==> src/design/mipsSettings.svh <==
// assumes word-addressed data memory of 2**MIPS_DMEM_AW words; only aligned word accesses
`ifndef MIPS_SETTINGS_SVH
`define MIPS_SETTINGS_SVH

// ========================================
// primary opcodes
// ========================================
`define MIPS_OP_RTYPE 6'b000000
`define MIPS_OP_LW    6'b100011
`define MIPS_OP_SW    6'b101011
`define MIPS_OP_BEQ   6'b000100
`define MIPS_OP_J     6'b000010
`define MIPS_OP_JAL   6'b000011

// r-type function codes
`define MIPS_FN_ADD 6'b100000
`define MIPS_FN_SUB 6'b100010
`define MIPS_FN_AND 6'b100100
`define MIPS_FN_OR  6'b100101
`define MIPS_FN_SLT 6'b101010
`define MIPS_FN_JR  6'b001000

// alu selector encodings
`define MIPS_ALU_AND 3'b000
`define MIPS_ALU_OR  3'b001
`define MIPS_ALU_ADD 3'b010
`define MIPS_ALU_SUB 3'b110
`define MIPS_ALU_SLT 3'b111

// first fetch address, data memory word address width, jal target reg
`define MIPS_RESET_PC 32'h0000_0000
`define MIPS_DMEM_AW  7
`define MIPS_LINK_REG 5'd31

`endif

==> src/design/mipsPkg.sv <==
// shared vector types only; dmemAddrT width follows MIPS_DMEM_AW at compile time
`include "mipsSettings.svh"

package mipsPkg;

  // ========================================
  // datapath widths
  // ========================================

  // data words and byte addresses
  typedef logic [31:0] wordT;

  // register file index
  typedef logic [4:0] regAddrT;

  // ========================================
  // instruction fields
  // ========================================

  // bits 31:26
  typedef logic [5:0] opcodeT;

  // bits 5:0, r-type only
  typedef logic [5:0] functT;

  // ========================================
  // control and memory
  // ========================================

  // alu operation, see MIPS_ALU_* codes
  typedef logic [2:0] aluCtrlT;

  // data memory word index, byte address bits AW+1:2
  typedef logic [`MIPS_DMEM_AW-1:0] dmemAddrT;

endpackage

==> src/design/ctrlBus.sv <==
// decoded controls are levels valid for the current cycle only; rst is active low
`timescale 1ns/1ps

interface ctrlBus (
  input logic rst
);
  import mipsPkg::*;

  // write-back side
  logic    regDst;
  logic    memToReg;
  logic    regWrite;
  logic    link;

  // execute and memory side
  logic    aluSrc;
  aluCtrlT aluCtrl;
  logic    memWrite;

  // next-pc side
  logic    branch;
  logic    jump;
  logic    jumpReg;

  // decoder drives everything, sees reset for strobe gating
  modport producer (
    input  rst,
    output regDst, aluSrc, memToReg, regWrite, memWrite,
    output branch, jump, link, jumpReg, aluCtrl
  );

  // alu operand select and op
  modport exec (input aluSrc, aluCtrl, branch, memWrite);

  // pc redirect
  modport fetch (input jump, jumpReg, branch);

  // destination and data select
  modport wb (input regDst, memToReg, regWrite, link);

endinterface

==> src/design/decodeStage.sv <==
// unknown opcodes and function codes decode to a no-op; strobes forced low while rst is low
`timescale 1ns/1ps
`include "mipsSettings.svh"

module decodeStage (
  input  mipsPkg::wordT    instr,
  ctrlBus.producer         ctl,
  output mipsPkg::regAddrT rs,
  output mipsPkg::regAddrT rt,
  output mipsPkg::regAddrT rd,
  output mipsPkg::wordT    immExt,
  output logic [25:0]      jumpIndex
);
  import mipsPkg::*;

  opcodeT  opcode;
  functT   funct;
  aluCtrlT aluCtrlDec;
  logic    regWriteDec;
  logic    memWriteDec;

  // ========================================
  // field split
  // ========================================
  assign opcode    = instr[31:26];
  assign funct     = instr[5:0];
  assign rs        = instr[25:21];
  assign rt        = instr[20:16];
  assign rd        = instr[15:11];
  assign jumpIndex = instr[25:0];

  // sign extend 16-bit immediate
  assign immExt = {{16{instr[15]}}, instr[15:0]};

  // ========================================
  // control decode
  // ========================================
  always_comb begin
    // default is a no-op with an add on the alu
    ctl.regDst   = 1'b0;
    ctl.aluSrc   = 1'b0;
    ctl.memToReg = 1'b0;
    ctl.branch   = 1'b0;
    ctl.jump     = 1'b0;
    ctl.link     = 1'b0;
    ctl.jumpReg  = 1'b0;
    regWriteDec  = 1'b0;
    memWriteDec  = 1'b0;
    aluCtrlDec   = `MIPS_ALU_ADD;
    case (opcode)
      `MIPS_OP_RTYPE: begin
        ctl.regDst  = 1'b1;
        regWriteDec = 1'b1;
        case (funct)
          `MIPS_FN_ADD: aluCtrlDec = `MIPS_ALU_ADD;
          `MIPS_FN_SUB: aluCtrlDec = `MIPS_ALU_SUB;
          `MIPS_FN_AND: aluCtrlDec = `MIPS_ALU_AND;
          `MIPS_FN_OR:  aluCtrlDec = `MIPS_ALU_OR;
          `MIPS_FN_SLT: aluCtrlDec = `MIPS_ALU_SLT;
          `MIPS_FN_JR: begin
            // register jump, nothing written back
            ctl.jumpReg = 1'b1;
            regWriteDec = 1'b0;
          end
          default: regWriteDec = 1'b0;
        endcase
      end
      `MIPS_OP_LW: begin
        ctl.aluSrc   = 1'b1;
        ctl.memToReg = 1'b1;
        regWriteDec  = 1'b1;
      end
      `MIPS_OP_SW: begin
        ctl.aluSrc  = 1'b1;
        memWriteDec = 1'b1;
      end
      `MIPS_OP_BEQ: begin
        // compare by subtraction
        ctl.branch = 1'b1;
        aluCtrlDec = `MIPS_ALU_SUB;
      end
      `MIPS_OP_J: ctl.jump = 1'b1;
      `MIPS_OP_JAL: begin
        ctl.jump    = 1'b1;
        ctl.link    = 1'b1;
        regWriteDec = 1'b1;
      end
      default: ;
    endcase
  end

  assign ctl.aluCtrl = aluCtrlDec;

  // no state may change while in reset
  assign ctl.regWrite = regWriteDec & ctl.rst;
  assign ctl.memWrite = memWriteDec & ctl.rst;

endmodule

==> src/design/executeStage.sv <==
// slt is signed; no overflow detection on add or sub
`timescale 1ns/1ps
`include "mipsSettings.svh"

module executeStage (
  ctrlBus.exec          ctl,
  input  mipsPkg::wordT rsValue,
  input  mipsPkg::wordT rtValue,
  input  mipsPkg::wordT immExt,
  input  mipsPkg::wordT pcPlus4,
  output mipsPkg::wordT aluResult,
  output logic          zero,
  output mipsPkg::wordT branchTarget
);
  import mipsPkg::*;

  wordT    opA;
  wordT    opB;
  wordT    branchOffset;
  logic    lessThan;

  // ========================================
  // operand select
  // ========================================

  // rs is always the first operand
  assign opA = rsValue;

  // immediate for lw and sw, rt otherwise
  assign opB = ctl.aluSrc ? immExt : rtValue;

  // signed compare for slt
  assign lessThan = $signed(opA) < $signed(opB);

  // ========================================
  // alu
  // ========================================

  // lw and sw decode to add, giving base plus offset
  always_comb begin
    case (ctl.aluCtrl)
      `MIPS_ALU_ADD: aluResult = opA + opB;
      `MIPS_ALU_SUB: aluResult = opA - opB;
      `MIPS_ALU_AND: aluResult = opA & opB;
      `MIPS_ALU_OR:  aluResult = opA | opB;
      `MIPS_ALU_SLT: aluResult = {31'd0, lessThan};
      // unused encodings fall back to add
      default:       aluResult = opA + opB;
    endcase
  end

  // beq equality, also valid for any other op
  assign zero = (aluResult == '0);

  // ========================================
  // branch target
  // ========================================

  // word offset, only applied for beq
  assign branchOffset = ctl.branch ? {immExt[29:0], 2'b00} : '0;

  // relative to the instruction after the branch
  assign branchTarget = pcPlus4 + branchOffset;

endmodule

==> src/design/fetchStage.sv <==
// pc is the only fetch state; no delay slot, jump region taken from pc plus 4
`timescale 1ns/1ps
`include "mipsSettings.svh"

module fetchStage (
  input  logic          clk,
  input  logic          rst,
  ctrlBus.fetch         ctl,
  input  logic          zero,
  input  mipsPkg::wordT branchTarget,
  input  logic [25:0]   jumpIndex,
  input  mipsPkg::wordT jumpRegValue,
  output mipsPkg::wordT pc,
  output mipsPkg::wordT pcPlus4
);
  import mipsPkg::*;

  wordT jumpTarget;
  wordT pcNext;
  logic takeBranch;

  // ========================================
  // next pc candidates
  // ========================================

  // sequential
  assign pcPlus4 = pc + 32'd4;

  // j and jal keep the top nibble of the next pc
  assign jumpTarget = {pcPlus4[31:28], jumpIndex, 2'b00};

  // beq taken when sub result is zero
  assign takeBranch = ctl.branch & zero;

  // priority jr, j/jal, beq, fall-through
  always_comb begin
    if (ctl.jumpReg) begin
      pcNext = jumpRegValue;
    end else if (ctl.jump) begin
      pcNext = jumpTarget;
    end else if (takeBranch) begin
      pcNext = branchTarget;
    end else begin
      pcNext = pcPlus4;
    end
  end

  // ========================================
  // pc register
  // ========================================
  always_ff @(posedge clk or negedge rst) begin
    if (!rst) begin
      pc <= `MIPS_RESET_PC;
    end else begin
      pc <= pcNext;
    end
  end

endmodule

==> src/design/mipsCore.sv <==
// memories are external and combinational; memWen is active low, no stall input
`timescale 1ns/1ps
`include "mipsSettings.svh"

module mipsCore (
  input  logic              clk,
  input  logic              rst,
  input  mipsPkg::wordT     instr,
  output mipsPkg::wordT     irAddr,
  output mipsPkg::dmemAddrT memAddr,
  output mipsPkg::wordT     memWrData,
  input  mipsPkg::wordT     memRdData,
  output logic              memWen,
  output logic              rfWriteEn,
  output mipsPkg::regAddrT  rfWriteAddr,
  output mipsPkg::wordT     rfWriteData
);
  import mipsPkg::*;

  wordT        pcPlus4;
  wordT        immExt;
  wordT        rsValue;
  wordT        rtValue;
  wordT        aluResult;
  wordT        branchTarget;
  logic        zero;
  logic [25:0] jumpIndex;
  regAddrT     rs;
  regAddrT     rt;
  regAddrT     rd;

  // decoded controls shared by all stages
  ctrlBus ctl (.rst(rst));

  // ========================================
  // stage chain
  // ========================================
  fetchStage u_fetchStage (
    .clk(clk), .rst(rst), .ctl(ctl), .zero(zero), .branchTarget(branchTarget),
    .jumpIndex(jumpIndex), .jumpRegValue(rsValue), .pc(irAddr), .pcPlus4(pcPlus4)
  );

  decodeStage u_decodeStage (
    .instr(instr), .ctl(ctl), .rs(rs), .rt(rt), .rd(rd),
    .immExt(immExt), .jumpIndex(jumpIndex)
  );

  executeStage u_executeStage (
    .ctl(ctl), .rsValue(rsValue), .rtValue(rtValue), .immExt(immExt),
    .pcPlus4(pcPlus4), .aluResult(aluResult), .zero(zero), .branchTarget(branchTarget)
  );

  writebackRegs u_writebackRegs (
    .clk(clk), .rst(rst), .ctl(ctl), .rs(rs), .rt(rt), .rd(rd),
    .aluResult(aluResult), .memRdData(memRdData), .pcPlus4(pcPlus4),
    .rsValue(rsValue), .rtValue(rtValue),
    .wrEn(rfWriteEn), .wrAddr(rfWriteAddr), .wrData(rfWriteData)
  );

  // ========================================
  // data memory port
  // ========================================

  // word index from the byte address
  assign memAddr   = aluResult[`MIPS_DMEM_AW+1:2];
  assign memWrData = rtValue;

  // memWrite is low in reset, so this idles high
  assign memWen = ~ctl.memWrite;

endmodule

==> src/design/writebackRegs.sv <==
// register 0 is hardwired zero; writes land on the rising edge, reads are combinational
`timescale 1ns/1ps
`include "mipsSettings.svh"

module writebackRegs (
  input  logic             clk,
  input  logic             rst,
  ctrlBus.wb               ctl,
  input  mipsPkg::regAddrT rs,
  input  mipsPkg::regAddrT rt,
  input  mipsPkg::regAddrT rd,
  input  mipsPkg::wordT    aluResult,
  input  mipsPkg::wordT    memRdData,
  input  mipsPkg::wordT    pcPlus4,
  output mipsPkg::wordT    rsValue,
  output mipsPkg::wordT    rtValue,
  output logic             wrEn,
  output mipsPkg::regAddrT wrAddr,
  output mipsPkg::wordT    wrData
);
  import mipsPkg::*;

  // 32 general purpose registers
  wordT regs [32];

  // ========================================
  // write-back select
  // ========================================

  // jal to r31, r-type to rd, lw to rt
  assign wrAddr = ctl.link   ? `MIPS_LINK_REG :
                  ctl.regDst ? rd : rt;

  // link value, load data, or alu
  assign wrData = ctl.link     ? pcPlus4   :
                  ctl.memToReg ? memRdData : aluResult;

  // regWrite already low in reset; drop writes to r0
  assign wrEn = ctl.regWrite && (wrAddr != '0);

  // ========================================
  // register array
  // ========================================
  always_ff @(posedge clk or negedge rst) begin
    if (!rst) begin
      for (int i = 0; i < 32; i++) begin
        regs[i] <= '0;
      end
    end else if (wrEn) begin
      regs[wrAddr] <= wrData;
    end
  end

  // read ports, r0 forced to zero
  assign rsValue = (rs == '0) ? '0 : regs[rs];
  assign rtValue = (rt == '0) ? '0 : regs[rt];

endmodule

==> config.mk <==
export PLATFORM = sky130hd
export DESIGN_NAME = mipsCore
export DESIGN_NICKNAME = d
export VERILOG_FILES = /design/src/design/mipsPkg.sv /design/src/design/ctrlBus.sv /design/src/design/decodeStage.sv /design/src/design/executeStage.sv /design/src/design/fetchStage.sv /design/src/design/mipsCore.sv /design/src/design/writebackRegs.sv
export VERILOG_INCLUDE_DIRS = /design/src /design/src/design
export SDC_FILE = /design/constraint.sdc
export NUM_CORES = 2
export LEC_CHECK = 0
export ABC_CLOCK_PERIOD_IN_PS = 6500
export BUFFER_PORTS_ARGS = -buffer_cell sky130_fd_sc_hd__buf_2
export CORE_AREA = 8 8 476 478
export CTS_CLUSTER_DIAMETER = 60
export CTS_CLUSTER_SIZE = 14
export DETAILED_ROUTE_END_ITERATION = 8
export DIE_AREA = 0 0 484 486
export GPL_TIMING_DRIVEN = 1
export SYNTH_ARGS = -nofsm -noshare
export SYNTH_HDL_FRONTEND = slang
export SYNTH_HIERARCHICAL = 1
export SYNTH_SLANG_ARGS = --single-unit
export TNS_END_PERCENT = 30
==> constraint.sdc <==
create_clock -name clk -period 6.5 [get_ports clk]
set_input_delay 0.325 -clock clk [delete_from_list [all_inputs] [get_ports clk]]
set_output_delay 0.325 -clock clk [all_outputs]
set_load 0.01 [all_outputs]
Yosys cells after proc, flatten, opt, wreduce, memory -nomap -nowiden
Index checks and enable logic that the tools add are counted.
{"block": "totals", "ff_bits": 1056, "output_inout_bits": 110}
{"block": "op_classes", "n_addsub": 4, "magnitude_cmp": 5, "n_eq_ne": 14, "muxes": 34, "bitwise": 9, "n_reduce_logical": 12}
{"cell": "$bwmux W1024", "n": 1}
{"cell": "$mux W32", "n": 14}
{"cell": "$bmux W32 S5", "n": 2}
{"cell": "$demux W32 S5", "n": 1}
{"cell": "$pmux W32 S4", "n": 1}
{"cell": "$add A32 B32 Y32", "n": 2}
{"cell": "$eq A6 B6 Y1 const B", "n": 7}
{"cell": "$add A32 B3 Y32 const B", "n": 1}
{"cell": "$and A32 B32 Y32", "n": 1}
{"cell": "$logic_not A32 Y1", "n": 1}
{"cell": "$lt A32 B32 Y1", "n": 1}
{"cell": "$or A32 B32 Y32", "n": 1}
{"cell": "$sub A32 B32 Y32", "n": 1}
{"cell": "$ge A6 B6 Y1 const B", "n": 3}
{"cell": "$not A5 Y6", "n": 3}
{"cell": "$eq A6 B2 Y1 const B", "n": 2}
{"cell": "$pmux W3 S4", "n": 1}
{"cell": "$logic_not A5 Y1", "n": 2}
{"cell": "$mux W1", "n": 10}
{"cell": "$mux W5", "n": 2}
{"cell": "$eq A3 B3 Y1 const B", "n": 2}
{"cell": "$eq A6 B3 Y1 const B", "n": 1}
{"cell": "$eq A6 B4 Y1 const B", "n": 1}
{"cell": "$logic_not A6 Y1", "n": 1}
{"cell": "11 further kinds", "n": 16}

Logic depth before layout (Yosys ltp)
{"block": "logic_depth", "word_depth": 13, "depth_mapped": 34}

By module
The synthesis kept the hierarchy.
{"module": "writebackRegs", "instances": 1, "cells_each": 3733, "area_per_inst_um2": 55105.4, "seq_area_each_um2": 25624.6}
{"module": "executeStage", "instances": 1, "cells_each": 1063, "area_per_inst_um2": 7210.7, "seq_area_each_um2": 0.0}
{"module": "fetchStage", "instances": 1, "cells_each": 287, "area_per_inst_um2": 2331.0, "seq_area_each_um2": 800.8}
{"module": "decodeStage", "instances": 1, "cells_each": 103, "area_per_inst_um2": 742.0, "seq_area_each_um2": 0.0}
{"module": "mipsCore", "instances": 1, "cells_each": 1, "area_per_inst_um2": 3.8, "seq_area_each_um2": 0.0}

Least setup slack after synthesis
No wires, ideal clock.
{"block": "synth_timing", "path_kind": "input to register", "from": "input instr[18]", "to": "register u_fetchStage.pc[2]", "arrival_ns": 6.458, "t_required_ns": 6.417, "slack_ns": -0.041, "stages": 31, "n_path_buf": 7, "cell_sequence": "buf_4 -> buf_2 -> clkbuf_1 -> buf_1 -> mux4_2 -> a22o_1 -> a2111oi_0 -> nor3_1 -> mux2i_1 -> inv_1 -> ha_1 -> buf_4 -> nand2b_1 -> a221oi_1 -> o211ai_1 -> a31o_2 -> o211a_1 -> o21ai_2 -> nand4_1 -> a21oi_1 -> xnor2_1 -> o221ai_1 -> or4_1 -> nor4_2 -> and2_1 -> buf_2 -> clkbuf_1 -> nand2_1 -> o211ai_1 -> o21ai_0 -> o21ai_0"}
{"block": "synth_between", "elab_chain_len": 13, "word_cells_on_any_way": 18, "cone_classes": "add/sub: 2; order compare: 1; mux: 9; bitwise: 4; reduce/logical: 2"}
{"element": "start, declared", "line": "mipsCore.sv:8", "text": "input mipsPkg::wordT instr,"}
{"element": "$not A5 Y6 (implied by the code)", "line": "writebackRegs.sv:56", "text": "assign rtValue = (rt == '0) ? '0 : regs[rt];"}
{"element": "$bmux W32 S5", "line": "writebackRegs.sv:56"}
{"element": "$mux W32 (implied by the code) (2 in a row)", "line": "writebackRegs.sv:56"}
{"element": "$mux W32 (*)", "line": "writebackRegs.sv:56"}
{"element": "via memWrData[2]", "line": "mipsCore.sv:11", "text": "output mipsPkg::wordT memWrData,"}
{"element": "$mux W32 (*)", "line": "executeStage.sv:30", "text": "assign opB = ctl.aluSrc ? immExt : rtValue;"}
{"element": "$add A32 B32 Y32 or $sub A32 B32 Y32 (tied branches)", "line": "executeStage.sv:42, executeStage.sv:48, executeStage.sv:43"}
{"element": "$pmux W32 S4 (*)", "line": "executeStage.sv:41", "text": "case (ctl.aluCtrl)"}
{"element": "via aluResult[30]", "line": "mipsCore.sv:24", "text": "wordT aluResult;"}
{"element": "$logic_not A32 Y1 (*)", "line": "executeStage.sv:53", "text": "assign zero = (aluResult == '0);"}
{"element": "via zero", "line": "mipsCore.sv:26", "text": "logic zero;"}
{"element": "$and A1 B1 Y1 (*)", "line": "fetchStage.sv:33", "text": "assign takeBranch = ctl.branch & zero;"}
{"element": "$mux W32 (*)", "line": "fetchStage.sv:41", "text": "end else if (takeBranch) begin"}
{"element": "$mux W32 (*)", "line": "fetchStage.sv:39", "text": "end else if (ctl.jump) begin"}
{"element": "$mux W32 (*)", "line": "fetchStage.sv:37", "text": "if (ctl.jumpReg) begin"}
{"element": "via u_fetchStage.pcNext[2]", "line": "fetchStage.sv:19", "text": "wordT pcNext;"}
{"element": "end signal, assigned", "line": "fetchStage.sv:53", "text": "pc <= `MIPS_RESET_PC;"}
{"element": "end signal, assigned", "line": "fetchStage.sv:55", "text": "pc <= pcNext;"}
{"element": "end, declared", "line": "fetchStage.sv:13", "text": "output mipsPkg::wordT pc,"}
The timed path passes the listed nets; every way through them passes the cells marked *. The select of a mux whose other input is x is not followed.
A chain may end at the register's enable or synchronous reset.

Worst setup path in the final report
{"block": "layout_timing", "from": "register u_writebackRegs/regs[552] (netlist name)", "to": "output rfWriteData[29]"}
{"block": "layout_between", "elab_chain_len": 9, "word_cells_on_any_way": 14, "cone_classes": "add/sub: 2; mux: 12"}
{"element": "start, declared", "line": "writebackRegs.sv:24", "text": "wordT regs [32];"}
{"element": "start signal, assigned by index", "line": "writebackRegs.sv:50", "text": "regs[wrAddr] <= wrData;"}
{"element": "$bmux W32 S5", "line": "writebackRegs.sv:56"}
{"element": "$mux W32 (implied by the code) (2 in a row)", "line": "writebackRegs.sv:56"}
{"element": "$mux W32", "line": "writebackRegs.sv:56"}
{"element": "$mux W32", "line": "executeStage.sv:30"}
{"element": "$add A32 B32 Y32 or $sub A32 B32 Y32 (tied branches)", "line": "executeStage.sv:42, executeStage.sv:48, executeStage.sv:43"}
{"element": "$pmux W32 S4 (*)", "line": "executeStage.sv:41"}
{"element": "via aluResult[29]", "line": "mipsCore.sv:24"}
{"element": "$mux W32 (*)", "line": "writebackRegs.sv:36", "text": "ctl.memToReg ? memRdData : aluResult;"}
{"element": "$mux W32 (*)", "line": "writebackRegs.sv:35", "text": "assign wrData = ctl.link ? pcPlus4 :"}
{"element": "end, declared", "line": "mipsCore.sv:16", "text": "output mipsPkg::wordT rfWriteData"}
Marked as above.

==> results_dict.tcl <==
set metrics [dict create \
    worst_setup_path_start_kind "register" \
    wl_per_cell_um 28.7 \
    criticalPathCategory "register to output port" \
    postSynthCellCount 5187 \
    status "finished clean" \
    floorplan.die.height_um 486 \
    number_of_global_route_vias_before_repair 50000 \
    globalRouteTotalUtil_pct 19.9 \
    cts_buffers 100 \
    drc 0 \
    postRouteWirelength_um 245000 \
    via_count 49200 \
    synth_area_leader_cell "dfrtp_1" \
    worst_skew_pair.late_latency_ns 0.75 \
    synth.top_cell.area_share_pct 40.4 \
    totalPowerFinal_mw 15.5 \
    postRouteAntennaNets 0 \
    synth-seq-cells 1056 \
    slew_viol_final 0 \
    antenna_violations_before_repair 15 \
    crit_path_end_kind "output port" \
    met2_wirelength_um 111000 \
    ys.warnings.count 6 \
    cts-htree-levels 3 \
    fill_cells 21300 \
    final_hold_viol_count 0 \
    grt_pass1_wl_um 354000 \
    ff2ff_path_depth 26 \
    postPlaceCellArea_um2 73700 \
    timing.final.setup_violations 0 \
    pwr-share-seq_pct 44.1 \
    grt_overflow_total 0 \
    final_non_filler_cell_area_um2 77500 \
    synth_area_leaders "dfrtp_1, mux2_2, mux4_2, mux2i_1, ha_1" \
    floorplan.core_area_um2 219000 \
    syn-num-nets 5384 \
    syn2layout_area_growth_pct 18.5 \
    floorplan.rows 172 \
    grt_setup_unrepaired "true" \
    comb_power_share_pct 18.5 \
    cp.arrival_ns 6.10 \
    p_leak_nw 36.0 \
    placement.io_buffers 175 \
    internal_power_mw 10.9 \
    timing.hold.ws_ns 0.0444 \
    synth_seq_area_share_pct 40.4 \
    nets_finish 5799 \
    clock.fmax_mhz 156 \
    vdd.ir_drop.worst_mv 0.231 \
    async_reset_ff_share_pct 100 \
    dp_hpwl_um 171000 \
    worst-path-max-fanout 5 \
    globalplace.congestion 0.927 \
    synth.most_common_cell "dfrtp_1" \
    number_of_buffers_on_the_longest_clock_path 3 \
    timing.final.ws_setup_ns 0.0793 \
    dr.pass1.iters 5 \
    cts.sink_count 1056 \
    ioPinCount 176 \
    syn_avg_cell_area_um2 12.6 \
    maxCapViolations 0 \
    layout-drive-gt1-share_pct 47.0 \
    fin_crit_ns 6.42 \
    clock_tree_from_tritoncts "built" \
    synthFlopType "dfrtp_1" \
    hold_path.class "input port to register" \
    worstPathRequired_ns 6.17 \
    switching_share_pct 29.7 \
    slew_headroom_pct 11.4 \
    hold-path-cell-count 3 \
    die-area_um2 235000 \
    post_route_skew_ns 0.0410 \
    syn-cell-area_um2 65400 \
    dieWidth_um 484 \
    cts.root.buffer_cell "clkbuf_16" \
    wl_met1_um 102000 \
    synth.lib_cells_used.distinct 111 \
    worst-slew-pin-transition_ns 1.33 \
    drt-vias-per-instance 5.77 \
    post_synth_most_frequent_cells "dfrtp_1, mux2_2, mux4_2" \
    worst_setup_hold_path_clk_slew_ns 0.06 \
    clockPowerShare_pct 37.4 \
    starting_density_pct 29.9 \
    synth_enable_flop_cells 0 \
    met3RoutedLength_um 21000 \
    top_layer "met5" \
    place_ws_ns -0.629 \
    power_switching_mw 4.61 \
    min_period_over_period_pct 98.8 \
    grt_start_max_net_pins 170 \
    power-per-cell-area_nw_per_um2 200 \
    detailedRoute.firstIterationViolations 4693 \
]
-- kinds of logic after synthesis --
logic type	after synthesis	share of synthesized area, %
xor gates and xnor gates	63	0.867
and+or+nand+nor	647	5.15
muxes	1735	36.7
DFF	1056	40.4
adders and majority gates	131	2.54
buffers and inverters	735	5.25
AOI/OAI and AO/OA	820	9.04
-- flip-flops by register name, summed over array words and instances (netlist names) --
| register | cells |
|---|---|
| u_writebackRegs/regs | 1024 |
| u_fetchStage/pc | 32 |
-- critical path, stage by stage, from the launching register on --
cell,delay (ns)
dfrtp_1,0.41
mux4_2,0.47
a22o_1,0.31
a2111oi_4,0.28
buf_4,0.16
nor3_2,0.09
mux2i_1,0.23
ha_2,0.35
and4bb_2,0.30
o311ai_2,0.09
buf_4,0.17
buf_4,0.11
a21oi_4,0.07
nor3_4,0.17
a31oi_4,0.16
o211ai_2,0.22
buf_4,0.13
nand2_1,0.05
a211o_1,0.32
a31o_1,0.21
o31a_1,0.28
buf_4,0.15
mux2i_2,0.16
o21ai_2,0.09
buf_12,0.18
buf_2,0.17
-- cell usage in the layout (no fill, tap or decap), types with 48 or more instances in the layout --
cell type  Yosys  final
a211oi_1      54     50
a21oi_1      131    129
a22o_1        69     68
buf_12         0     73
buf_2        142    165
buf_4        117    646
clkbuf_16      0    102
dfrtp_1     1056   1056
ha_1         128    120
inv_1        144    144
mux2_1        48     48
mux2_2       942    942
mux2i_1      294    288
mux4_2       421    421
nand2_1      142    140
nor2_1       160    155
nor3_1        70     53
o21ai_0      122     87
o22ai_1       76     74
-- layer usage --
layer / global-route usage (%) / up-vias
met5: 0 / -
met4: 8.40 / 2
met3: 4.45 / 550
met2: 31.4 / 2297
met1: 26.5 / 26000
li1: - / 20400
-- area by class of cell --
class / count / area (um^2) / area share (%)
Multi-Input combinational cell: 3396 / 36500 / 47.1
Sequential cell: 1056 / 26400 / 34.1
Timing Repair Buffer: 899 / 7310 / 9.43
Tap cell: 2871 / 3590 / 4.63
Clock buffer: 114 / 2690 / 3.47
Inverter: 149 / 559 / 0.721
Clock inverter: 37 / 395 / 0.510
Antenna cell: 3 / 7.51 / 0.00968
-- through the flow --
stage,utilization (%),TNS (ns),instances
after floorplan,-,0,5187
after global placement,33.7,-15.24,8355
after detailed placement,33.7,-17.44,8355
after CTS,35.2,-0.112,8513
after global routing,35.5,-1.11,8524
final,35.5,0,8525
-- power groups by stage --
stage | Sequential, mW | Combinational [mW] | Clock [mW]
3_5_place_dp | 6.97 | 2.78 | 0
5_1_grt | 6.86 | 3.05 | 6.16
3_3_place_gp | 6.96 | 2.77 | 0
2_1_floorplan | 6.94 | 1.38 | 0
4_1_cts | 6.84 | 2.81 | 5.94
6_report | 6.85 | 2.87 | 5.81
-- worst paths after layout --
kind                                                   startpoint                                      to  slack [ns]
hold / removal                                          instr[10]           u_fetchStage/pc[12]$_DFF_PN0_        0.04
max in group asynchronous                                     rst   u_writebackRegs/regs[233]$_DFFE_PN0P_        3.45
setup / recovery            u_writebackRegs/regs[552]$_DFFE_PN0P_                         rfWriteData[29]        0.08
setup reg to reg            u_writebackRegs/regs[518]$_DFFE_PN0P_           u_fetchStage/pc[11]$_DFF_PN0_        0.22
min in group asynchronous                                     rst   u_writebackRegs/regs[219]$_DFFE_PN0P_        0.07
hold reg to reg            u_writebackRegs/regs[1021]$_DFFE_PN0P_  u_writebackRegs/regs[1021]$_DFFE_PN0P_        0.38
-- repair_timing --
item                                   CTS  global route
hold buffers                             4             0
endpoints found under the hold margin   53             0
buffers inserted                         3            10
pin swaps                                5            22
resized for setup                       34            94
setup endpoints to repair               42            50
Note: power is estimated with default switching activity, not from simulation.
